File: src/rtl/hdr_pkg.sv
package hdr_pkg;

   // widths
   localparam int WORD_W        = 16;
   localparam int BUF_DEPTH_MAX = 8;
   localparam int IDX_W         = $clog2(BUF_DEPTH_MAX + 1);  // holds 0..BUF_DEPTH_MAX
   localparam int REG_ADR_W     = 4;

   // wishbone register map, word addresses
   localparam logic [REG_ADR_W-1:0] REG_CTRL     = 4'd0;  // bit 0 start, write only
   localparam logic [REG_ADR_W-1:0] REG_STATUS   = 4'd1;  // busy, done, len error
   localparam logic [REG_ADR_W-1:0] REG_CMD      = 4'd2;  // code 14:8, addr 6:0
   localparam logic [REG_ADR_W-1:0] REG_LEN      = 4'd3;
   localparam logic [REG_ADR_W-1:0] REG_BUF_BASE = 4'd8;  // 8..15 data buffer

   typedef enum logic [1:0] {
      FRAME_CMD,
      FRAME_DATA,
      FRAME_CRC
   } frame_kind_e;

   // ddr preambles
   localparam logic [1:0] PRE_CMD  = 2'b01;
   localparam logic [1:0] PRE_DATA = 2'b10;
   localparam logic [1:0] PRE_CRC  = 2'b01;

   localparam logic [3:0] CRC_TOKEN = 4'hC;
   localparam logic [4:0] CRC_INIT  = 5'h1F;

   // command word as it goes on the wire
   typedef struct packed {
      logic       rnw;   // always write here
      logic [6:0] code;
      logic [6:0] addr;
      logic       pad;
   } ddr_cmd_t;

   // one 16 bit payload, seen as command fields or as a raw data word
   typedef union packed {
      ddr_cmd_t          cmd;
      logic [WORD_W-1:0] data;
   } ddr_payload_u;

endpackage
File: src/rtl/hdr_tx_if.sv
interface hdr_tx_if;
   import hdr_pkg::*;

   logic         valid;
   logic         ready;  // low while a frame is on the wire
   frame_kind_e  kind;
   ddr_payload_u word;   // don't care for FRAME_CRC

   modport seq (
      output valid,
      output kind,
      output word,
      input  ready
   );

   modport tx (
      input  valid,
      input  kind,
      input  word,
      output ready
   );

endinterface

File: src/rtl/hdr_cfg_if.sv
interface hdr_cfg_if;
   import hdr_pkg::*;

   logic              start;     // one cycle, already validated
   logic [WORD_W-1:0] cmd_word;  // raw REG_CMD contents
   logic [IDX_W-1:0]  len;
   logic [WORD_W-1:0] buf_word;  // comb read at buf_idx
   logic [IDX_W-1:0]  buf_idx;
   logic              busy;
   logic              done;      // one cycle at end of transfer
   logic              err;

   modport regf (
      output start,
      output cmd_word,
      output len,
      output buf_word,
      input  buf_idx,
      input  busy,
      input  done,
      input  err
   );

   modport seq (
      input  start,
      input  cmd_word,
      input  len,
      input  buf_word,
      output buf_idx,
      output busy,
      output done,
      output err
   );

endinterface

File: src/rtl/hdr_ddr_top.sv
module hdr_ddr_top #(
   parameter int SCL_DIV   = 4,
   parameter int BUF_DEPTH = 8
) (
   input  logic                          i_sys_clk,
   input  logic                          i_rst,
   // wishbone classic slave
   input  logic                          i_wb_cyc,
   input  logic                          i_wb_stb,
   input  logic                          i_wb_we,
   input  logic [hdr_pkg::REG_ADR_W-1:0] i_wb_adr,
   input  logic [hdr_pkg::WORD_W-1:0]    i_wb_dat,
   output logic [hdr_pkg::WORD_W-1:0]    o_wb_dat,
   output logic                          o_wb_ack,
   // i3c bus, push-pull
   output logic                          o_scl,
   output logic                          o_sda,
   output logic                          o_busy,
   output logic                          o_done
);

   logic scl_run;
   logic scl_toggle;
   logic sda_change;

   hdr_cfg_if cfg_if ();
   hdr_tx_if  tx_if ();

   hdr_regfile #(
      .BUF_DEPTH (BUF_DEPTH)
   ) regfile_i (
      .i_sys_clk (i_sys_clk),
      .i_rst     (i_rst),
      .i_wb_cyc  (i_wb_cyc),
      .i_wb_stb  (i_wb_stb),
      .i_wb_we   (i_wb_we),
      .i_wb_adr  (i_wb_adr),
      .i_wb_dat  (i_wb_dat),
      .o_wb_dat  (o_wb_dat),
      .o_wb_ack  (o_wb_ack),
      .cfg       (cfg_if.regf)
   );

   ddr_sequencer #(
      .BUF_DEPTH (BUF_DEPTH)
   ) sequencer_i (
      .i_sys_clk (i_sys_clk),
      .i_rst     (i_rst),
      .cfg       (cfg_if.seq),
      .tx        (tx_if.seq),
      .o_busy    (o_busy),
      .o_done    (o_done)
   );

   ddr_frame_tx frame_tx_i (
      .i_sys_clk    (i_sys_clk),
      .i_rst        (i_rst),
      .i_scl_toggle (scl_toggle),
      .i_sda_change (sda_change),
      .tx           (tx_if.tx),
      .o_sda        (o_sda),
      .o_scl_run    (scl_run)
   );

   scl_gen #(
      .SCL_DIV (SCL_DIV)
   ) scl_gen_i (
      .i_sys_clk    (i_sys_clk),
      .i_rst        (i_rst),
      .i_run        (scl_run),
      .o_scl        (o_scl),
      .o_scl_toggle (scl_toggle),
      .o_sda_change (sda_change)
   );

endmodule

File: src/rtl/scl_gen.sv
module scl_gen #(
   parameter int SCL_DIV = 4  // sys clocks per scl half period, even, >= 4
) (
   input  logic i_sys_clk,
   input  logic i_rst,
   input  logic i_run,
   output logic o_scl,
   output logic o_scl_toggle,
   output logic o_sda_change
);

   localparam int CNT_W = $clog2(SCL_DIV);
   localparam logic [CNT_W-1:0] CNT_LAST = CNT_W'(SCL_DIV - 1);
   localparam logic [CNT_W-1:0] CNT_MID  = CNT_W'(SCL_DIV/2 - 1);

   logic [CNT_W-1:0] cnt_q;

   // sda moves half way through each half period, scl at its end
   assign o_sda_change = i_run && (cnt_q == CNT_MID);
   assign o_scl_toggle = i_run && (cnt_q == CNT_LAST);

   always_ff @(posedge i_sys_clk) begin
      if (i_rst) begin
         cnt_q <= '0;
         o_scl <= 1'b0;
      end else if (!i_run) begin
         cnt_q <= '0;
         o_scl <= 1'b0;  // parked low
      end else if (o_scl_toggle) begin
         cnt_q <= '0;
         o_scl <= ~o_scl;
      end else begin
         cnt_q <= cnt_q + 1'b1;
      end
   end

endmodule

File: src/rtl/ddr_frame_tx.sv
module ddr_frame_tx (
   input  logic  i_sys_clk,
   input  logic  i_rst,
   input  logic  i_scl_toggle,
   input  logic  i_sda_change,
   hdr_tx_if.tx  tx,
   output logic  o_sda,
   output logic  o_scl_run
);
   import hdr_pkg::*;

   localparam int FRAME_W = 2 + WORD_W + 2;  // preamble, payload, parity
   localparam int CRC_W   = 2 + 4 + 5;       // preamble, token, crc5
   localparam logic [4:0] BITS_FULL = 5'(FRAME_W);
   localparam logic [4:0] BITS_CRC  = 5'(CRC_W);
   localparam logic [4:0] PAY_HI    = 5'(FRAME_W - 2);  // bits left when payload msb goes out
   localparam logic [4:0] PAY_LO    = 5'd3;
   localparam logic [4:0] CRC_POLY  = 5'h05;            // x^5 + x^2 + 1
   localparam logic [WORD_W-1:0] ODD_MASK  = {(WORD_W/2){2'b10}};
   localparam logic [WORD_W-1:0] EVEN_MASK = {(WORD_W/2){2'b01}};

   logic [FRAME_W-1:0] shift_q;
   logic [4:0]         bits_q;    // bits still to place on sda
   frame_kind_e        kind_q;
   logic               loaded_q;
   logic               tail_q;    // last bit out, its toggle still pending
   logic               scl_hi_q;  // tracks scl level from the toggles
   logic [4:0]         crc_q;
   logic               take;
   logic               p1;
   logic               p0;
   logic               in_payload;
   logic               crc_fb;

   assign take       = tx.valid & tx.ready;
   assign p1         = ^(tx.word.data & ODD_MASK);
   assign p0         = ~^(tx.word.data & EVEN_MASK);
   assign in_payload = (kind_q == FRAME_DATA) && (bits_q <= PAY_HI) && (bits_q >= PAY_LO);
   assign crc_fb     = crc_q[4] ^ shift_q[FRAME_W-1];

   // keep scl running until it is back low, odd crc frame needs one more edge
   assign o_scl_run = loaded_q | tail_q | scl_hi_q;
   assign tx.ready  = ~o_scl_run;

   always_ff @(posedge i_sys_clk) begin
      if (i_rst) begin
         loaded_q <= 1'b0;
         tail_q   <= 1'b0;
         scl_hi_q <= 1'b0;
         bits_q   <= '0;
         kind_q   <= FRAME_CMD;
         crc_q    <= CRC_INIT;
         o_sda    <= 1'b1;
      end else begin
         if (i_scl_toggle) begin
            scl_hi_q <= ~scl_hi_q;
            tail_q   <= 1'b0;
         end
         // take only happens with scl stopped, so no strobes here
         if (take) begin
            loaded_q <= 1'b1;
            kind_q   <= tx.kind;
            bits_q   <= (tx.kind == FRAME_CRC) ? BITS_CRC : BITS_FULL;
            if (tx.kind == FRAME_CMD)
               crc_q <= CRC_INIT;  // new transfer
         end else if (i_sda_change) begin
            if (loaded_q) begin
               o_sda  <= shift_q[FRAME_W-1];
               bits_q <= bits_q - 5'd1;
               if (in_payload)
                  crc_q <= {crc_q[3:0], 1'b0} ^ (crc_fb ? CRC_POLY : 5'h00);
               if (bits_q == 5'd1) begin
                  loaded_q <= 1'b0;
                  tail_q   <= 1'b1;
               end
            end else begin
               o_sda <= 1'b1;  // idle level while scl returns low
            end
         end
      end
   end

   always_ff @(posedge i_sys_clk) begin
      if (take) begin
         case (tx.kind)
            FRAME_CMD:  shift_q <= {PRE_CMD, tx.word.data, p1, p0};
            FRAME_DATA: shift_q <= {PRE_DATA, tx.word.data, p1, p0};
            default:    shift_q <= {PRE_CRC, CRC_TOKEN, crc_q, {(FRAME_W-CRC_W){1'b0}}};
         endcase
      end else if (i_sda_change && loaded_q) begin
         shift_q <= {shift_q[FRAME_W-2:0], 1'b0};
      end
   end

endmodule

File: src/rtl/ddr_sequencer.sv
module ddr_sequencer #(
   parameter int BUF_DEPTH = 8
) (
   input  logic    i_sys_clk,
   input  logic    i_rst,
   hdr_cfg_if.seq  cfg,
   hdr_tx_if.seq   tx,
   output logic    o_busy,
   output logic    o_done
);
   import hdr_pkg::*;

   typedef enum logic [2:0] {
      S_IDLE,
      S_CMD,
      S_DATA,
      S_CRC,
      S_FINISH
   } state_e;

   localparam logic [IDX_W-1:0] DEPTH_L = IDX_W'(BUF_DEPTH);

   state_e           state_q;
   frame_kind_e      kind_q;
   ddr_payload_u     word_q;
   logic             valid_q;
   logic             done_q;
   logic [IDX_W-1:0] idx_q;  // buffer words fetched so far
   logic [IDX_W-1:0] len_q;
   logic             take;
   logic             last_data;
   logic             busy;

   assign take      = tx.valid & tx.ready;
   assign last_data = (idx_q == len_q) || (idx_q == DEPTH_L);  // never past the buffer
   assign busy      = (state_q != S_IDLE);

   always_ff @(posedge i_sys_clk) begin
      if (i_rst) begin
         state_q <= S_IDLE;
         kind_q  <= FRAME_CMD;
         valid_q <= 1'b0;
         done_q  <= 1'b0;
         idx_q   <= '0;
         len_q   <= '0;
      end else begin
         done_q <= 1'b0;
         case (state_q)
            S_IDLE: begin
               if (cfg.start) begin
                  state_q <= S_CMD;
                  kind_q  <= FRAME_CMD;
                  valid_q <= 1'b1;
                  idx_q   <= '0;
                  len_q   <= cfg.len;  // host may rewrite LEN mid transfer
               end
            end
            S_CMD: begin
               if (take) begin
                  state_q <= S_DATA;
                  kind_q  <= FRAME_DATA;
                  idx_q   <= idx_q + 1'b1;
               end
            end
            S_DATA: begin
               if (take) begin
                  if (last_data) begin
                     state_q <= S_CRC;
                     kind_q  <= FRAME_CRC;
                  end else begin
                     idx_q <= idx_q + 1'b1;
                  end
               end
            end
            S_CRC: begin
               if (take) begin
                  valid_q <= 1'b0;
                  state_q <= S_FINISH;
               end
            end
            S_FINISH: begin
               // ready returns once the crc frame is out and scl is back low
               if (tx.ready) begin
                  done_q  <= 1'b1;
                  state_q <= S_IDLE;
               end
            end
            default: state_q <= S_IDLE;
         endcase
      end
   end

   // payload only moves on a handshake
   always_ff @(posedge i_sys_clk) begin
      if (state_q == S_IDLE && cfg.start) begin
         word_q.cmd.rnw  <= 1'b0;
         word_q.cmd.code <= cfg.cmd_word[14:8];
         word_q.cmd.addr <= cfg.cmd_word[6:0];
         word_q.cmd.pad  <= 1'b0;
      end else if (take && (state_q == S_CMD || (state_q == S_DATA && !last_data))) begin
         word_q.data <= cfg.buf_word;  // buf_idx already points at the next word
      end
   end

   assign tx.valid    = valid_q;
   assign tx.kind     = kind_q;
   assign tx.word     = word_q;
   assign cfg.buf_idx = idx_q;
   assign cfg.busy    = busy;
   assign cfg.done    = done_q;
   assign cfg.err     = 1'b0;  // length errors are caught in the regfile
   assign o_busy      = busy;
   assign o_done      = done_q;

endmodule

File: src/rtl/hdr_regfile.sv
module hdr_regfile #(
   parameter int BUF_DEPTH = 8
) (
   input  logic                          i_sys_clk,
   input  logic                          i_rst,
   input  logic                          i_wb_cyc,
   input  logic                          i_wb_stb,
   input  logic                          i_wb_we,
   input  logic [hdr_pkg::REG_ADR_W-1:0] i_wb_adr,
   input  logic [hdr_pkg::WORD_W-1:0]    i_wb_dat,
   output logic [hdr_pkg::WORD_W-1:0]    o_wb_dat,
   output logic                          o_wb_ack,
   hdr_cfg_if.regf                       cfg
);
   import hdr_pkg::*;

   localparam int BI_W = (BUF_DEPTH > 1) ? $clog2(BUF_DEPTH) : 1;
   localparam logic [REG_ADR_W-1:0] DEPTH_A = REG_ADR_W'(BUF_DEPTH);
   localparam logic [IDX_W-1:0]     DEPTH_L = IDX_W'(BUF_DEPTH);

   logic [WORD_W-1:0]    cmd_q;
   logic [IDX_W-1:0]     len_q;
   logic                 start_q;
   logic                 done_q;
   logic                 lerr_q;
   logic [WORD_W-1:0]    buf_mem [BUF_DEPTH];
   logic                 req;
   logic [REG_ADR_W-1:0] buf_off;
   logic                 in_buf;
   logic                 len_ok;
   logic [WORD_W-1:0]    rd_data;

   // stb still high in the ack cycle is no new request
   assign req     = i_wb_cyc & i_wb_stb & ~o_wb_ack;
   assign buf_off = i_wb_adr - REG_BUF_BASE;
   assign in_buf  = (i_wb_adr >= REG_BUF_BASE) && (buf_off < DEPTH_A);
   assign len_ok  = (len_q != '0) && (len_q <= DEPTH_L);

   always_ff @(posedge i_sys_clk) begin
      if (i_rst) begin
         o_wb_ack <= 1'b0;
         start_q  <= 1'b0;
         done_q   <= 1'b0;
         lerr_q   <= 1'b0;
         cmd_q    <= '0;
         len_q    <= '0;
      end else begin
         o_wb_ack <= req;
         start_q  <= 1'b0;
         if (cfg.done)
            done_q <= 1'b1;
         if (req && i_wb_we) begin
            case (i_wb_adr)
               REG_CTRL: begin
                  if (i_wb_dat[0] && !cfg.busy) begin  // start while busy is dropped
                     done_q <= 1'b0;
                     if (len_ok) begin
                        start_q <= 1'b1;
                        lerr_q  <= 1'b0;
                     end else begin
                        lerr_q <= 1'b1;
                     end
                  end
               end
               REG_CMD: cmd_q <= i_wb_dat;
               REG_LEN: len_q <= i_wb_dat[IDX_W-1:0];
               default: ;
            endcase
         end
      end
   end

   always_ff @(posedge i_sys_clk) begin
      if (req && i_wb_we && in_buf)
         buf_mem[buf_off[BI_W-1:0]] <= i_wb_dat;
   end

   always_comb begin
      rd_data = '0;  // ctrl and holes read 0
      if (in_buf) begin
         rd_data = buf_mem[buf_off[BI_W-1:0]];
      end else begin
         case (i_wb_adr)
            REG_STATUS: rd_data = {{(WORD_W-3){1'b0}}, lerr_q, done_q, cfg.busy};
            REG_CMD:    rd_data = cmd_q;
            REG_LEN:    rd_data = {{(WORD_W-IDX_W){1'b0}}, len_q};
            default:    ;
         endcase
      end
   end

   // read data lines up with ack
   always_ff @(posedge i_sys_clk) begin
      if (req)
         o_wb_dat <= rd_data;
   end

   assign cfg.start    = start_q;
   assign cfg.cmd_word = cmd_q;
   assign cfg.len      = len_q;
   assign cfg.buf_word = buf_mem[cfg.buf_idx[BI_W-1:0]];

endmodule

File: config.mk
export PLATFORM = sky130hd
export DESIGN_NAME = hdr_ddr_top
export DESIGN_NICKNAME = d
export VERILOG_FILES = /design/src/rtl/hdr_pkg.sv /design/src/rtl/hdr_tx_if.sv /design/src/rtl/hdr_cfg_if.sv /design/src/rtl/hdr_ddr_top.sv /design/src/rtl/scl_gen.sv /design/src/rtl/ddr_frame_tx.sv /design/src/rtl/ddr_sequencer.sv /design/src/rtl/hdr_regfile.sv
export SDC_FILE = /design/constraint.sdc
export NUM_CORES = 1
export LEC_CHECK = 0
export BUFFER_PORTS_ARGS = -buffer_cell sky130_fd_sc_hd__buf_2
export CAP_MARGIN = 30
export CORE_ASPECT_RATIO = 1.1
export CORE_UTILIZATION = 60
export CTS_CLUSTER_SIZE = 12
export DETAILED_ROUTE_END_ITERATION = 16
export PLACE_DENSITY = 0.78
export SYNTH_ARGS = -nofsm -noshare
export SYNTH_HDL_FRONTEND = slang
export SYNTH_SLANG_ARGS = --single-unit
export TNS_END_PERCENT = 50
File: constraint.sdc
create_clock -name i_sys_clk -period 4.82 [get_ports i_sys_clk]
set_input_delay 0.964 -clock i_sys_clk [delete_from_list [all_inputs] [get_ports i_sys_clk]]
set_output_delay 0.964 -clock i_sys_clk [all_outputs]
set_load 0.01 [all_outputs]
# After elaboration in Yosys (flattened, before gate mapping)
# Memories as Yosys holds them, arrays and structs flattened. A register that Yosys moved wholly into a read port is not among the register bits.
# Cells that the tools add are included.
# classes
n_lt_le_gt_ge,5
n_addsub,4
eq_ne,23
mux,58
n_reduce_logical,46
n_bitwise,16
# ops
cell,count
$pmux 16 s3,1
$mux 5,9
$mux 20,2
$pmux 20 s2,1
$mux 15,2
$mux 3,9
$mux 1,21
$mux 16,1
$mux 4,4
$reduce_xnor 16->1,1
$reduce_xor 16->1,1
$pmux 3 s5,1
$logic_and 1x1->1,13
$pmux 4 s3,1
$reduce_bool 2->1,6
$ne 2x1->1 const B,5
$reduce_and 2->1,5
$reduce_and 5->1,2
$not 1->1,9
$eq 4x2->1 const B,2
$mux 2,4
$eq 2x1->1 const B,3
$eq 3x2->1 const B,2
$ne 2x2->1 const B,3
35 further kinds,44
# word_totals
out_inout_bits,21
n_memories,1
regBits,110
mem_bits_rw,128
# memory_table
memory,depth,word_bits,read_ports,rd_clocked_by_memory_dff,wr,line,rtl
regfile_i.buf_mem,8,16,2,1,1,hdr_regfile.sv:26,logic [WORD_W-1:0] buf_mem [BUF_DEPTH];

# Logic depth before layout (Yosys ltp)
# Gate-level depths: netlist (run 1).
# logic_depth
word_depth,8
ltp_mapped,8
mapped_depth_nobuf,6

# Modules after synthesis
# A second synthesis (run 1) with hierarchy kept.
# unflattened
hier_cells,796
hier_area_um2,11031.8
# by_module_without_submodules
mod,area_per_inst_um2,cells_each,instances
hdr_regfile,7588.5,464,1
ddr_frame_tx,1816.7,177,1
ddr_sequencer,1495.2,142,1
scl_gen,131.4,13,1

# Worst setup path after synthesis (run 1)
# No wires, ideal clock.
# synth_path
kind,input -> register
startpoint,input i_wb_adr[2] in the netlist's numbering
endpoint,memory regfile_i.buf_mem[4][0] (enable)
setup_slack_ns,1.435
arrival_ns,2.976
setup_time_ns,0.409
n_path_buf,2
cell_stages,4
cell_sequence,clkbuf_1 -> clkbuf_1 -> nand3_1 -> nor3_1
# synth_between
elab_chain_cells,6
elab_cells_between_ends,7
classes_between,add/sub: 1; order compare: 2; mux: 2; reduce/logical: 2
# synth_rtl
item,line,rtl
from (decl),hdr_ddr_top.sv:11,"input logic [hdr_pkg::REG_ADR_W-1:0] i_wb_adr,"
$sub 4x4->4,hdr_regfile.sv:35,assign buf_off = i_wb_adr - REG_BUF_BASE;
$lt 4x4->1,hdr_regfile.sv:36,assign in_buf = (i_wb_adr >= REG_BUF_BASE) && (buf_off < DEPTH_A);
$logic_and 1x1->1,hdr_regfile.sv:36,
$logic_and 1x1->1,hdr_regfile.sv:74,if (req && i_wb_we && in_buf)
$mux 1,hdr_regfile.sv:74,
$mux 1 (not written as such),hdr_regfile.sv:75,buf_mem[buf_off[BI_W-1:0]] <= i_wb_dat;
to (decl),hdr_regfile.sv:26,
# Parallel ways exist; a longest one is shown, timed or not.

# Worst setup path after layout (run 1)
# layout_path
startpoint,input i_wb_adr[1] in the netlist's numbering
endpoint,memory regfile_i.buf_mem[6][15] (enable)
# Same word-level chain as after synthesis.

==> flow_results.xml, run 1 <==
<?xml version="1.0" encoding="UTF-8"?>
<metrics>
  <group name="status">
    <metric name="status" unit="">completed</metric>
  </group>
  <group name="clock_network">
    <metric name="cts-buffers-inserted" unit="">25</metric>
    <metric name="cts.path.max_buffers" unit="">3</metric>
    <metric name="clockRootBuffer" unit="">clkbuf_16</metric>
    <metric name="cts.sinks" unit="">241</metric>
    <metric name="cts_max_level" unit="">1</metric>
    <metric name="cts.hold.buffers_added" unit="">0</metric>
    <metric name="cts-resized-gates" unit="">0</metric>
    <metric name="worst_setup_hold_path_clk_slew" unit="ns">0.06</metric>
    <metric name="worst_skew_pair.late_latency" unit="ns">0.52</metric>
    <metric name="cts_setup_buffers" unit="">0</metric>
    <metric name="cts_tree" unit="">yes</metric>
  </group>
  <group name="grt">
    <metric name="grt_start_max_net_pins" unit="">53</metric>
    <metric name="grt_first_pass_wirelength" unit="um">38900</metric>
    <metric name="globalRouteOverflowTotal" unit="">0</metric>
    <metric name="total_routing_usage_gr" unit="%">27.9</metric>
    <metric name="grt_antenna_before_repair" unit="">1</metric>
    <metric name="first_global_vias" unit="">7166</metric>
  </group>
  <group name="job">
    <metric name="max_cap_violations" unit="">0</metric>
  </group>
  <group name="finish">
    <metric name="multi_input_area" unit="um^2">4050</metric>
    <metric name="area_growth" unit="%">11.5</metric>
    <metric name="layout.cells.non_filler" unit="">1067</metric>
    <metric name="layout_common_cells" unit="">edfxtp_1, nand2_1, mux4_2</metric>
    <metric name="mostFrequentLayoutCell" unit="">edfxtp_1</metric>
    <metric name="drive_above_1_share" unit="%">23.8</metric>
    <metric name="register_area" unit="um^2">6610</metric>
    <metric name="final_net_count" unit="">842</metric>
    <metric name="fillCellCount" unit="">1245</metric>
    <metric name="final_util" unit="%">68.4</metric>
  </group>
  <group name="setup_path">
    <metric name="critical_path_arrival" unit="ns">3.03</metric>
    <metric name="endpoint_kind" unit="">register</metric>
    <metric name="critical_path.startpoint_type" unit="">primary input</metric>
    <metric name="setup.worst_path.class" unit="">in2reg</metric>
    <metric name="timing.critical_path.fanout_max" unit="">45</metric>
    <metric name="crit_required" unit="ns">5.04</metric>
  </group>
  <group name="place">
    <metric name="place.detailed.instances" unit="">1020</metric>
    <metric name="placement_setup_slack" unit="ns">1.48</metric>
    <metric name="portBuffers" unit="">45</metric>
    <metric name="routabilityCongestion" unit="">0.823</metric>
    <metric name="detailed_place_hpwl" unit="um">16100</metric>
  </group>
  <group name="yosys">
    <metric name="asyncSetResetFlopFracSynth" unit="%">0</metric>
    <metric name="synthesis.yosys.warnings" unit="">0</metric>
    <metric name="netlist_top_cells_area" unit="">edfxtp_1, mux4_2, dfxtp_1</metric>
    <metric name="synth-edff-count" unit="">178</metric>
    <metric name="synth-seq-area-share" unit="%">60.7</metric>
    <metric name="postSynthRegisterBits" unit="">241</metric>
    <metric name="yosysTopAreaCellShare" unit="%">49.1</metric>
    <metric name="synth.lib_cells_used.distinct" unit="">54</metric>
    <metric name="synth_flop_cell" unit="">edfxtp_1</metric>
    <metric name="post_synthesis_cells" unit="">768</metric>
    <metric name="synthDominantAreaCellType" unit="">edfxtp_1</metric>
    <metric name="mappedNetlistArea" unit="um^2">10900</metric>
    <metric name="synth_fp_nets" unit="">801</metric>
    <metric name="post_synth.cell_area_avg" unit="um^2">14.2</metric>
  </group>
  <group name="routing">
    <metric name="drc_errors" unit="">0</metric>
    <metric name="viasPerCell" unit="">6.45</metric>
    <metric name="drt_wl_total" unit="um">24900</metric>
    <metric name="routed_wire_length_per_instance" unit="um">23.3</metric>
    <metric name="vias" unit="">6883</metric>
    <metric name="dr.first_iter.drc_count" unit="">637</metric>
    <metric name="number_of_iterations_in_the_first_detailed_routing_pass" unit="">5</metric>
    <metric name="final_antenna_net_count" unit="">0</metric>
  </group>
  <group name="hold_path">
    <metric name="hold_path.class" unit="">reg2reg</metric>
  </group>
  <group name="floorplan">
    <metric name="std_cell_rows" unit="">51</metric>
    <metric name="die-width" unit="um">130</metric>
    <metric name="placeable_core_region" unit="um^2">17700</metric>
    <metric name="initial_utilization" unit="%">61.3</metric>
    <metric name="die_y" unit="um">143</metric>
    <metric name="pin_count" unit="">46</metric>
    <metric name="die-area" unit="um^2">18700</metric>
  </group>
  <group name="sta">
    <metric name="relative_slew_slack" unit="%">31.0</metric>
    <metric name="layout_worst_path_cycle_share" unit="%">58.2</metric>
    <metric name="rsz0062_at_grt" unit="">false</metric>
    <metric name="final_max_slew_viol_count" unit="">0</metric>
    <metric name="hold_viol_final" unit="">0</metric>
    <metric name="setup_viol_count_final" unit="">0</metric>
    <metric name="actual_transition_at_the_worst_max_transition_pin" unit="ns">1.03</metric>
    <metric name="final.setup.worst_slack" unit="ns">2.02</metric>
    <metric name="timing.clock.skew" unit="ns">0.0122</metric>
    <metric name="timing.setup.tns" unit="ns">0</metric>
    <metric name="fmax" unit="MHz">357</metric>
    <metric name="final.min_clock_period" unit="ns">2.80</metric>
  </group>
  <group name="power_and_ir_drop">
    <metric name="ir_worst_vdd" unit="V">0.000280</metric>
    <metric name="seq_power_share" unit="%">53.7</metric>
    <metric name="cellLeakagePower" unit="nW">4.04</metric>
    <metric name="power_density" unit="nW/um^2">344</metric>
    <metric name="power_switching_share" unit="%">20.5</metric>
    <metric name="p_comb_share" unit="%">3.5</metric>
    <metric name="power_switching" unit="uW">853</metric>
    <metric name="p_int" unit="mW">3.32</metric>
    <metric name="p_clk_share" unit="%">42.8</metric>
  </group>
</metrics>
cells by family after synthesis:
logic type      after synthesis  share of synthesized area [%]
compound gates              119                           6.97
xor+xnor                     27                           2.17
fa+ha+maj                     8                          0.920
buf+inv                      61                           2.40
flops                       241                           60.7
mux                         119                           18.6
simple gates                193                           8.20
path summary, 6_finish.rpt:
kind	to	depth (start not counted)	slack [ns]	startpoint
min	regfile_i.cfg.cmd_word[15]	2	0.46	regfile_i.cfg.cmd_word[15]
max reg2reg	sequencer_i.tx.word[3]	6	2.08	frame_tx_i.loaded_q
min reg2reg	regfile_i.cfg.cmd_word[15]	2	0.46	regfile_i.cfg.cmd_word[15]
max	regfile_i.buf_mem[6][15]	4	2.02	i_wb_adr[1]
state kept, by name (all words and copies together), names as in the netlist, 2 cells and up, named ones only:
name,count
regfile_i.buf_mem,128
frame_tx_i.shift_q,20
regfile_i.cfg.cmd_word,16
regfile_i.o_wb_dat,16
sequencer_i.tx.word,16
frame_tx_i.bits_q,5
frame_tx_i.crc_q,5
regfile_i.cfg.len,4
sequencer_i.cfg.buf_idx,4
sequencer_i.len_q,4
sequencer_i.state_q,3
frame_tx_i.kind_q,2
scl_gen_i.cnt_q,2
sequencer_i.tx.kind,2
worst max-delay path, cell delays in order:
cell,delay [ns]
buf_2,0.76
nand2b_1,0.22
nor2_1,0.74
buf_4,0.31
synthesized netlist by cell type, types with 3 or more instances:
library cell	count
nand3_1	5
nor3b_1	3
nand2_1	105
nand4_1	3
buf_4	3
nor4_1	8
xor2_1	12
inv_1	9
clkbuf_1	33
a22o_1	14
edfxtp_1	178
a21oi_1	30
dfxtp_1	63
a22oi_1	4
or3_1	4
nor4b_1	4
ha_1	8
a311oi_1	6
nor2_1	26
mux2_2	21
buf_1	4
nand2b_1	4
buf_2	11
mux4_2	64
mux2i_1	33
xnor2_1	15
nor3_1	19
o21ai_0	44
per-layer routing:
metal  vias up  part of all wire [%]  GRT usage, %
met5         -                     0             0
met4         0                   3.1          11.1
met3        64                   7.2          4.65
met2       333                    53          50.1
met1      3440                    36          33.3
li1       3046                     -             -
power by group through the flow:
| stage | logic, mW | registers [mW] | clock network [mW] |
|---|---|---|---|
| 3_5_place_dp | 0.145 | 2.28 | 0 |
| 3_3_place_gp | 0.139 | 2.28 | 0 |
| 6_report | 0.147 | 2.24 | 1.78 |
| 4_1_cts | 0.146 | 2.24 | 1.79 |
| 5_1_grt | 0.156 | 2.24 | 1.88 |
| 2_1_floorplan | 0.0853 | 2.29 | 0 |
area by class of cell:
| cell class | instances | area share [%] |
|---|---|---|
| clock buffers | 41 | 5.98 |
| well taps | 238 | 2.46 |
| multi-input cells | 466 | 33.4 |
| inverters | 9 | 0.279 |
| flip-flops and latches | 241 | 54.5 |
| diodes | 1 | 0.0206 |
| repair buffers | 66 | 3.16 |
| clock inverters | 5 | 0.206 |
metrics by stage:
stage / hold WS (ns) / instance area (um^2) / power (mW)
CTS: 0.463 / 12100 / 4.18
global route: 0.486 / 12100 / 4.27
finish: 0.461 / 12100 / 4.17
detailed placement: 0.455 / 11400 / 2.43
floorplan: 0.432 / 10900 / 2.37
global placement: 0.439 / 11400 / 2.42
Note: power is estimated with default switching activity, not from simulation.
==> run 2: changes to the inputs <==
--- a/config.mk
+++ b/config.mk
@@ -5,13 +5,14 @@
 export SDC_FILE = /design/constraint.sdc
 export NUM_CORES = 1
 export LEC_CHECK = 0
+export ABC_AREA = 1
 export BUFFER_PORTS_ARGS = -buffer_cell sky130_fd_sc_hd__buf_2
 export CAP_MARGIN = 30
 export CORE_ASPECT_RATIO = 1.1
-export CORE_UTILIZATION = 60
+export CORE_UTILIZATION = 56
 export CTS_CLUSTER_SIZE = 12
 export DETAILED_ROUTE_END_ITERATION = 16
-export PLACE_DENSITY = 0.78
+export PLACE_DENSITY = 0.76
 export SYNTH_ARGS = -nofsm -noshare
 export SYNTH_HDL_FRONTEND = slang
 export SYNTH_SLANG_ARGS = --single-unit
==> constraint.sdc (replaced) <==
create_clock -name i_sys_clk -period 2.4 [get_ports i_sys_clk]
set_input_delay 0.48 -clock i_sys_clk [delete_from_list [all_inputs] [get_ports i_sys_clk]]
set_output_delay 0.48 -clock i_sys_clk [all_outputs]
set_load 0.01 [all_outputs]
==> run 2 against run 1 <==
Clock skew grew 0.0086 ns; setup slack lost 1.7 ns; count of clock-buffer cells in the layout shrank 1; non-clock buffer count grew 18; final area grew 2.4%; total power grew 100%; worst hold slack lost 0.22 ns; flip-flop and latch count is the same; first-iteration DRC count grew 36%; critical endpoint is now o_busy; largest cell class unchanged.
==> flow_results.xml, run 2 <==
<?xml version="1.0" encoding="UTF-8"?>
<metrics>
  <group name="clock_network">
    <metric name="cts.sinks" unit="">241</metric>
    <metric name="cts.path.max_buffers" unit="">3</metric>
    <metric name="cts_max_level" unit="">1</metric>
    <metric name="cts_setup_buffers" unit="">0</metric>
    <metric name="clockRootBuffer" unit="">clkbuf_16</metric>
    <metric name="cts-buffers-inserted" unit="">25</metric>
    <metric name="worst_setup_hold_path_clk_slew" unit="ns">0.06</metric>
    <metric name="cts_tree" unit="">yes</metric>
    <metric name="cts.hold.buffers_added" unit="">0</metric>
    <metric name="worst_skew_pair.late_latency" unit="ns">0.53</metric>
    <metric name="cts-resized-gates" unit="">0</metric>
  </group>
  <group name="routing">
    <metric name="final_antenna_net_count" unit="">0</metric>
    <metric name="vias" unit="">8739</metric>
    <metric name="drt_wl_total" unit="um">27100</metric>
    <metric name="drc_errors" unit="">0</metric>
    <metric name="viasPerCell" unit="">5.88</metric>
    <metric name="number_of_iterations_in_the_first_detailed_routing_pass" unit="">6</metric>
    <metric name="routed_wire_length_per_instance" unit="um">18.3</metric>
    <metric name="dr.first_iter.drc_count" unit="">869</metric>
  </group>
  <group name="setup_path">
    <metric name="critical_path.top_delay_family" unit="">buffers and inverters</metric>
    <metric name="endpoint_kind" unit="">output pin</metric>
    <metric name="critPathCapture" unit="">o_busy</metric>
    <metric name="worstPathBufferInverterCount" unit="">4</metric>
    <metric name="ff2ff_path_depth" unit="">6</metric>
    <metric name="critical-path-slowest-cell" unit="">dfxtp_1</metric>
    <metric name="critical_path_cell_count" unit="">6</metric>
    <metric name="crit_required" unit="ns">1.92</metric>
    <metric name="worstReg2RegEnd" unit="">sequencer_i.tx.word[12]</metric>
    <metric name="critical_path.cell_chain" unit="">inv_1, nand2_1, nor2_2, buf_4, inv_1, buf_2</metric>
    <metric name="setup.worst_path.start" unit="">sequencer_i.state_q[2]</metric>
    <metric name="setup.worst_path.class" unit="">reg2out</metric>
    <metric name="critPathMostFrequentCell" unit="">inv_1</metric>
    <metric name="critical_path.startpoint_type" unit="">register</metric>
    <metric name="cpPeakStageDelay" unit="ns">0.31</metric>
    <metric name="rrSetupSlack" unit="ns">0.46</metric>
    <metric name="timing.critical_path.fanout_max" unit="">13</metric>
    <metric name="critical_path_arrival" unit="ns">1.57</metric>
  </group>
  <group name="floorplan">
    <metric name="die-area" unit="um^2">20200</metric>
    <metric name="die-width" unit="um">136</metric>
    <metric name="placeable_core_region" unit="um^2">19200</metric>
    <metric name="std_cell_rows" unit="">53</metric>
    <metric name="pin_count" unit="">46</metric>
    <metric name="initial_utilization" unit="%">57.3</metric>
    <metric name="die_y" unit="um">149</metric>
  </group>
  <group name="yosys">
    <metric name="post_synth.cell_area_avg" unit="um^2">9.42</metric>
    <metric name="netlist_top_cells_area" unit="">edfxtp_1, dfxtp_1, nand2_1</metric>
    <metric name="synth_fp_nets" unit="">1200</metric>
    <metric name="synth_flop_cell" unit="">edfxtp_1</metric>
    <metric name="synth.lib_cells_used.distinct" unit="">43</metric>
    <metric name="yosysTopAreaCellShare" unit="%">48.6</metric>
    <metric name="mappedNetlistArea" unit="um^2">11000</metric>
    <metric name="synth.most_common_cell" unit="">nand2_1</metric>
    <metric name="synthesis.yosys.warnings" unit="">0</metric>
    <metric name="yosys-top-cells-count" unit="">nand2_1, edfxtp_1, nor2_1</metric>
    <metric name="post_synthesis_cells" unit="">1167</metric>
    <metric name="asyncSetResetFlopFracSynth" unit="%">0</metric>
    <metric name="synth-edff-count" unit="">178</metric>
    <metric name="synthDominantAreaCellType" unit="">edfxtp_1</metric>
    <metric name="synth-seq-area-share" unit="%">60.1</metric>
    <metric name="postSynthRegisterBits" unit="">241</metric>
  </group>
  <group name="sta">
    <metric name="fmax" unit="MHz">488</metric>
    <metric name="final_max_slew_viol_count" unit="">0</metric>
    <metric name="whs" unit="ns">0.240</metric>
    <metric name="final.min_clock_period" unit="ns">2.05</metric>
    <metric name="layout_worst_path_cycle_share" unit="%">85.4</metric>
    <metric name="timing.setup.tns" unit="ns">0</metric>
    <metric name="setup_viol_count_final" unit="">0</metric>
    <metric name="actual_transition_at_the_worst_max_transition_pin" unit="ns">0.672</metric>
    <metric name="rsz0062_at_grt" unit="">false</metric>
    <metric name="timing.clock.skew" unit="ns">0.0208</metric>
    <metric name="hold_viol_final" unit="">0</metric>
    <metric name="relative_slew_slack" unit="%">55.1</metric>
  </group>
  <group name="grt">
    <metric name="globalRouteOverflowTotal" unit="">0</metric>
    <metric name="grt_antenna_before_repair" unit="">1</metric>
    <metric name="first_global_vias" unit="">8039</metric>
    <metric name="grt_start_max_net_pins" unit="">51</metric>
    <metric name="grt_first_pass_wirelength" unit="um">42800</metric>
    <metric name="total_routing_usage_gr" unit="%">27.6</metric>
  </group>
  <group name="place">
    <metric name="routabilityCongestion" unit="">0.923</metric>
    <metric name="postPlaceCellArea" unit="um^2">11700</metric>
    <metric name="place.detailed.instances" unit="">1440</metric>
    <metric name="detailed_place_hpwl" unit="um">18600</metric>
    <metric name="portBuffers" unit="">45</metric>
  </group>
  <group name="hold_path">
    <metric name="hold_path.class" unit="">in2reg</metric>
  </group>
  <group name="finish">
    <metric name="drive_above_1_share" unit="%">12.8</metric>
    <metric name="layout_common_cells" unit="">nand2_1, edfxtp_1, nor2_1</metric>
    <metric name="post-route-cell-area" unit="um^2">12400</metric>
    <metric name="largest_reg_flops" unit="">128</metric>
    <metric name="area_growth" unit="%">12.9</metric>
    <metric name="mostFrequentLayoutCell" unit="">nand2_1</metric>
    <metric name="fillCellCount" unit="">1547</metric>
    <metric name="num_antenna_cells" unit="">0</metric>
    <metric name="final_net_count" unit="">1253</metric>
    <metric name="layout.cells.non_filler" unit="">1485</metric>
  </group>
  <group name="power_and_ir_drop">
    <metric name="ir_worst_vdd" unit="V">0.000541</metric>
    <metric name="report.power.total" unit="mW">8.44</metric>
    <metric name="power_density" unit="nW/um^2">680</metric>
    <metric name="cellLeakagePower" unit="nW">4.70</metric>
  </group>
  <group name="status">
    <metric name="status" unit="">completed</metric>
  </group>
  <group name="job">
    <metric name="max_cap_violations" unit="">0</metric>
  </group>
</metrics>
run 2: worst register-to-register path: stages, from the launching register on:
cell and delay [ns]:
dfxtp_2 0.56, inv_2 0.23, buf_4 0.26, nor2_1 0.10
o21ai_0 0.15, o22ai_1 0.28, o21ai_1 0.12
run 2: worst min-delay path by stage:
| stage | startpoint | end | slack (ns) | cells after the start |
|---|---|---|---|---|
| 2_1_floorplan | frame_tx_i.crc_q[0] | frame_tx_i.crc_q[0] | 0.43 | 2 |
| 3_3_place_gp | frame_tx_i.crc_q[0] | frame_tx_i.crc_q[0] | 0.44 | 2 |
| 3_5_place_dp | regfile_i.lerr_q | regfile_i.lerr_q | 0.45 | 2 |
| 4_1_cts | i_wb_cyc | regfile_i.o_wb_ack | 0.22 | 3 |
| 5_1_grt | i_wb_cyc | regfile_i.o_wb_ack | 0.27 | 3 |
| 6_report | i_wb_cyc | regfile_i.o_wb_ack | 0.24 | 3 |
run 2: area by class of cell:
type	instances	area (um^2)	share of cell area [%]
repair buffers	84	593	4.78
well taps	247	309	2.49
flip-flops and latches	241	6610	53.2
inverters	73	274	2.21
clock buffers	40	712	5.74
multi-input cells	795	3890	31.3
clock inverters	5	27.5	0.222
run 2: cell families (layout without fill, tap and decap cells):
kind of cell | after synthesis | in the layout | share of synthesized area, %
xor gates and xnor gates | 20 | 20 | 1.59
buffers and inverters | 131 | 202 | 4.88
DFF | 241 | 241 | 60.1
adders and majority gates | 8 | 8 | 0.911
and+or+nand+nor | 550 | 550 | 21.0
AOI/OAI and AO/OA | 217 | 217 | 11.5
run 2: layer usage:
layer	up-vias	wire [um]	track usage, %
li1	4112	-	-
met1	4076	10900	37.6
met2	493	12700	44.0
met3	58	2850	5.64
met4	0	672	9.66
met5	-	0	0
run 2: per-stage QoR:
| step | setup slack (ns) | util [%] |
|---|---|---|
| 6_report | 0.351 | 64.8 |
| 5_1_grt | 0.237 | 64.8 |
| 4_1_cts | 0.339 | 64.8 |
| 3_5_place_dp | 0.180 | 60.9 |
| 3_3_place_gp | 0.237 | 60.9 |
| 2_1_floorplan | -0.161 | - |
run 2: where the power goes:
part / switching [mW] / internal [mW] / total [mW]
Sequential: 0.0183 / 4.49 / 4.51
Clock: 1.50 / 2.02 / 3.52
Combinational: 0.285 / 0.121 / 0.406
Total: 1.81 / 6.64 / 8.44
==> run 3: changes to the inputs <==
--- a/config.mk
+++ b/config.mk
@@ -9,10 +9,9 @@
 export BUFFER_PORTS_ARGS = -buffer_cell sky130_fd_sc_hd__buf_2
 export CAP_MARGIN = 30
 export CORE_ASPECT_RATIO = 1.1
-export CORE_UTILIZATION = 56
+export CORE_UTILIZATION = 40
 export CTS_CLUSTER_SIZE = 12
 export DETAILED_ROUTE_END_ITERATION = 16
-export PLACE_DENSITY = 0.76
 export SYNTH_ARGS = -nofsm -noshare
 export SYNTH_HDL_FRONTEND = slang
 export SYNTH_SLANG_ARGS = --single-unit
==> constraint.sdc (replaced) <==
create_clock -name i_sys_clk -period 2.4 [get_ports i_sys_clk]
set_input_delay 0.24 -clock i_sys_clk [delete_from_list [all_inputs] [get_ports i_sys_clk]]
set_output_delay 0.24 -clock i_sys_clk [all_outputs]
set_load 0.01 [all_outputs]
==> run 3 against run 2 <==
Non-clock buffer count fell by 4; largest cell class unchanged; global-route usage fell by 6.2 points; critical endpoint is now regfile_i.buf_mem[0][13]; setup slack gained 0.034 ns.
==> flow_results.xml, run 3 (same netlist as run 2, synthesis figures left out) <==
<?xml version="1.0" encoding="UTF-8"?>
<metrics>
  <group name="status">
    <metric name="status" unit="">completed</metric>
  </group>
  <group name="sta">
    <metric name="fmax" unit="MHz">496</metric>
    <metric name="rsz0062_at_grt" unit="">false</metric>
    <metric name="final_max_slew_viol_count" unit="">0</metric>
    <metric name="timing.setup.tns" unit="ns">0</metric>
    <metric name="actual_transition_at_the_worst_max_transition_pin" unit="ns">0.725</metric>
    <metric name="whs" unit="ns">0.0362</metric>
    <metric name="final.min_clock_period" unit="ns">2.02</metric>
    <metric name="final.setup.worst_slack" unit="ns">0.385</metric>
    <metric name="hold_viol_final" unit="">0</metric>
    <metric name="relative_slew_slack" unit="%">51.6</metric>
    <metric name="timing.clock.skew" unit="ns">0.00743</metric>
    <metric name="setup_viol_count_final" unit="">0</metric>
    <metric name="layout_worst_path_cycle_share" unit="%">84.0</metric>
  </group>
  <group name="setup_path">
    <metric name="critical_path_arrival" unit="ns">2.23</metric>
    <metric name="cpPeakStageDelay" unit="ns">0.37</metric>
    <metric name="timing.critical_path.fanout_max" unit="">16</metric>
    <metric name="critical_path.cell_chain" unit="">nor2_1, nand2_1, nor2_1, nand2_1, nor3_2, buf_4</metric>
    <metric name="setup.worst_path.class" unit="">reg2reg</metric>
    <metric name="crit_required" unit="ns">2.61</metric>
    <metric name="endpoint_kind" unit="">register</metric>
    <metric name="critical-path-slowest-cell" unit="">nand2_1</metric>
    <metric name="critical_path.startpoint_type" unit="">register</metric>
  </group>
  <group name="power_and_ir_drop">
    <metric name="power_switching" unit="mW">1.93</metric>
    <metric name="power_density" unit="nW/um^2">698</metric>
    <metric name="power_switching_share" unit="%">21.9</metric>
    <metric name="report.power.total" unit="mW">8.79</metric>
    <metric name="p_int" unit="mW">6.86</metric>
    <metric name="ir_worst_vdd" unit="V">0.000510</metric>
    <metric name="p_comb_share" unit="%">4.7</metric>
    <metric name="cellLeakagePower" unit="nW">4.73</metric>
    <metric name="seq_power_share" unit="%">51.3</metric>
    <metric name="p_clk_share" unit="%">44.0</metric>
  </group>
  <group name="finish">
    <metric name="area_growth" unit="%">14.6</metric>
    <metric name="post-route-cell-area" unit="um^2">12600</metric>
    <metric name="register_area" unit="um^2">6610</metric>
    <metric name="layout_common_cells" unit="">nand2_1, edfxtp_1, nor2_1</metric>
    <metric name="drive_above_1_share" unit="%">13.2</metric>
    <metric name="mostFrequentLayoutCell" unit="">nand2_1</metric>
    <metric name="largest_reg_flops" unit="">128</metric>
    <metric name="multi_input_area" unit="um^2">3890</metric>
    <metric name="num_antenna_cells" unit="">0</metric>
    <metric name="fillCellCount" unit="">2522</metric>
    <metric name="final_net_count" unit="">1251</metric>
  </group>
  <group name="floorplan">
    <metric name="std_cell_rows" unit="">63</metric>
    <metric name="pin_count" unit="">46</metric>
    <metric name="initial_utilization" unit="%">40.8</metric>
    <metric name="die-width" unit="um">160</metric>
    <metric name="die-area" unit="um^2">28100</metric>
    <metric name="die_y" unit="um">176</metric>
    <metric name="placeable_core_region" unit="um^2">27000</metric>
  </group>
  <group name="clock_network">
    <metric name="cts-resized-gates" unit="">0</metric>
    <metric name="clockRootBuffer" unit="">clkbuf_16</metric>
    <metric name="cts_max_level" unit="">1</metric>
    <metric name="cts.sinks" unit="">241</metric>
    <metric name="cts-buffers-inserted" unit="">27</metric>
    <metric name="worst_setup_hold_path_clk_slew" unit="ns">0.06</metric>
    <metric name="cts_tree" unit="">yes</metric>
    <metric name="cts_setup_buffers" unit="">0</metric>
    <metric name="worst_skew_pair.late_latency" unit="ns">0.53</metric>
    <metric name="cts.path.max_buffers" unit="">3</metric>
  </group>
  <group name="hold_path">
    <metric name="hold_path.class" unit="">in2reg</metric>
  </group>
  <group name="routing">
    <metric name="number_of_iterations_in_the_first_detailed_routing_pass" unit="">6</metric>
    <metric name="vias" unit="">8577</metric>
    <metric name="viasPerCell" unit="">5.37</metric>
    <metric name="dr.first_iter.drc_count" unit="">928</metric>
    <metric name="routed_wire_length_per_instance" unit="um">18.8</metric>
    <metric name="final_antenna_net_count" unit="">0</metric>
    <metric name="drt_wl_total" unit="um">30000</metric>
    <metric name="drc_errors" unit="">0</metric>
  </group>
  <group name="place">
    <metric name="postPlaceCellArea" unit="um^2">11700</metric>
    <metric name="portBuffers" unit="">45</metric>
    <metric name="placement_setup_slack" unit="ns">0.353</metric>
    <metric name="detailed_place_hpwl" unit="um">20000</metric>
    <metric name="routabilityCongestion" unit="">0.855</metric>
  </group>
  <group name="grt">
    <metric name="grt_first_pass_wirelength" unit="um">46400</metric>
    <metric name="grt_antenna_before_repair" unit="">0</metric>
    <metric name="total_routing_usage_gr" unit="%">21.4</metric>
    <metric name="grt_start_max_net_pins" unit="">66</metric>
    <metric name="first_global_vias" unit="">8029</metric>
    <metric name="globalRouteOverflowTotal" unit="">0</metric>
  </group>
  <group name="job">
    <metric name="max_cap_violations" unit="">0</metric>
  </group>
</metrics>
run 3: cell types whose count changed in the layout (fill, tap and decap cells not counted), sizes merged:
cell,delta
buf,-5
clkinv,+3
clkinvlp,+1
dlygate4sd3,+1
inv,+1
run 3: worst max-delay path, delay by kind of cell (launching register included):
family                 cells  cell delay, ns
buffers and inverters      1            0.30
flip-flops                 1            0.31
AND/OR/NAND/NOR            5            1.08
run 3: worst paths after layout:
check	slack [ns]	from	end	cells past startpoint
max	0.38	regfile_i.o_wb_ack	regfile_i.buf_mem[0][13]	6
min	0.04	i_wb_dat[10]	regfile_i.buf_mem[7][10]	1
max reg2reg	0.38	regfile_i.o_wb_ack	regfile_i.buf_mem[0][13]	6
min reg2reg	0.46	frame_tx_i.crc_q[3]	frame_tx_i.crc_q[3]	2
run 3: area by class of cell:
type	count	share of cell area, %
multi-input cells	795	30.9
flip-flops and latches	241	52.4
repair buffers	80	4.29
well taps	357	3.55
clock buffers	40	6.23
clock inverters	10	0.447
inverters	73	2.17
run 3: timing repair:
item | in CTS | in global routing
hold endpoints to repair | 1 | 0
hold buffers | 1 | 0
endpoints found under the setup margin | 0 | 0
run 3: power groups by stage:
stage / combinational, mW / sequential [mW] / clock (mW)
4_1_cts: 0.410 / 4.51 / 3.94
2_1_floorplan: 0.207 / 4.60 / 0
5_1_grt: 0.446 / 4.51 / 4.11
3_3_place_gp: 0.406 / 4.60 / 0
6_report: 0.409 / 4.51 / 3.87
3_5_place_dp: 0.407 / 4.60 / 0
run 3: routing by layer:
| layer | up-vias | GRT usage [%] | part of all wire, % |
|---|---|---|---|
| li1 | 4111 | - | - |
| met1 | 4081 | 29.3 | 44 |
| met2 | 334 | 35.3 | 47 |
| met3 | 51 | 3.21 | 7.0 |
| met4 | 0 | 6.39 | 2.3 |
| met5 | - | 0 | 0 |
run 3: stage by stage:
step / cells / utilization (%)
2_1_floorplan: 1167 / -
3_3_place_gp: 1545 / 43.6
3_5_place_dp: 1545 / 43.6
4_1_cts: 1596 / 46.7
5_1_grt: 1596 / 46.7
6_report: 1596 / 46.7
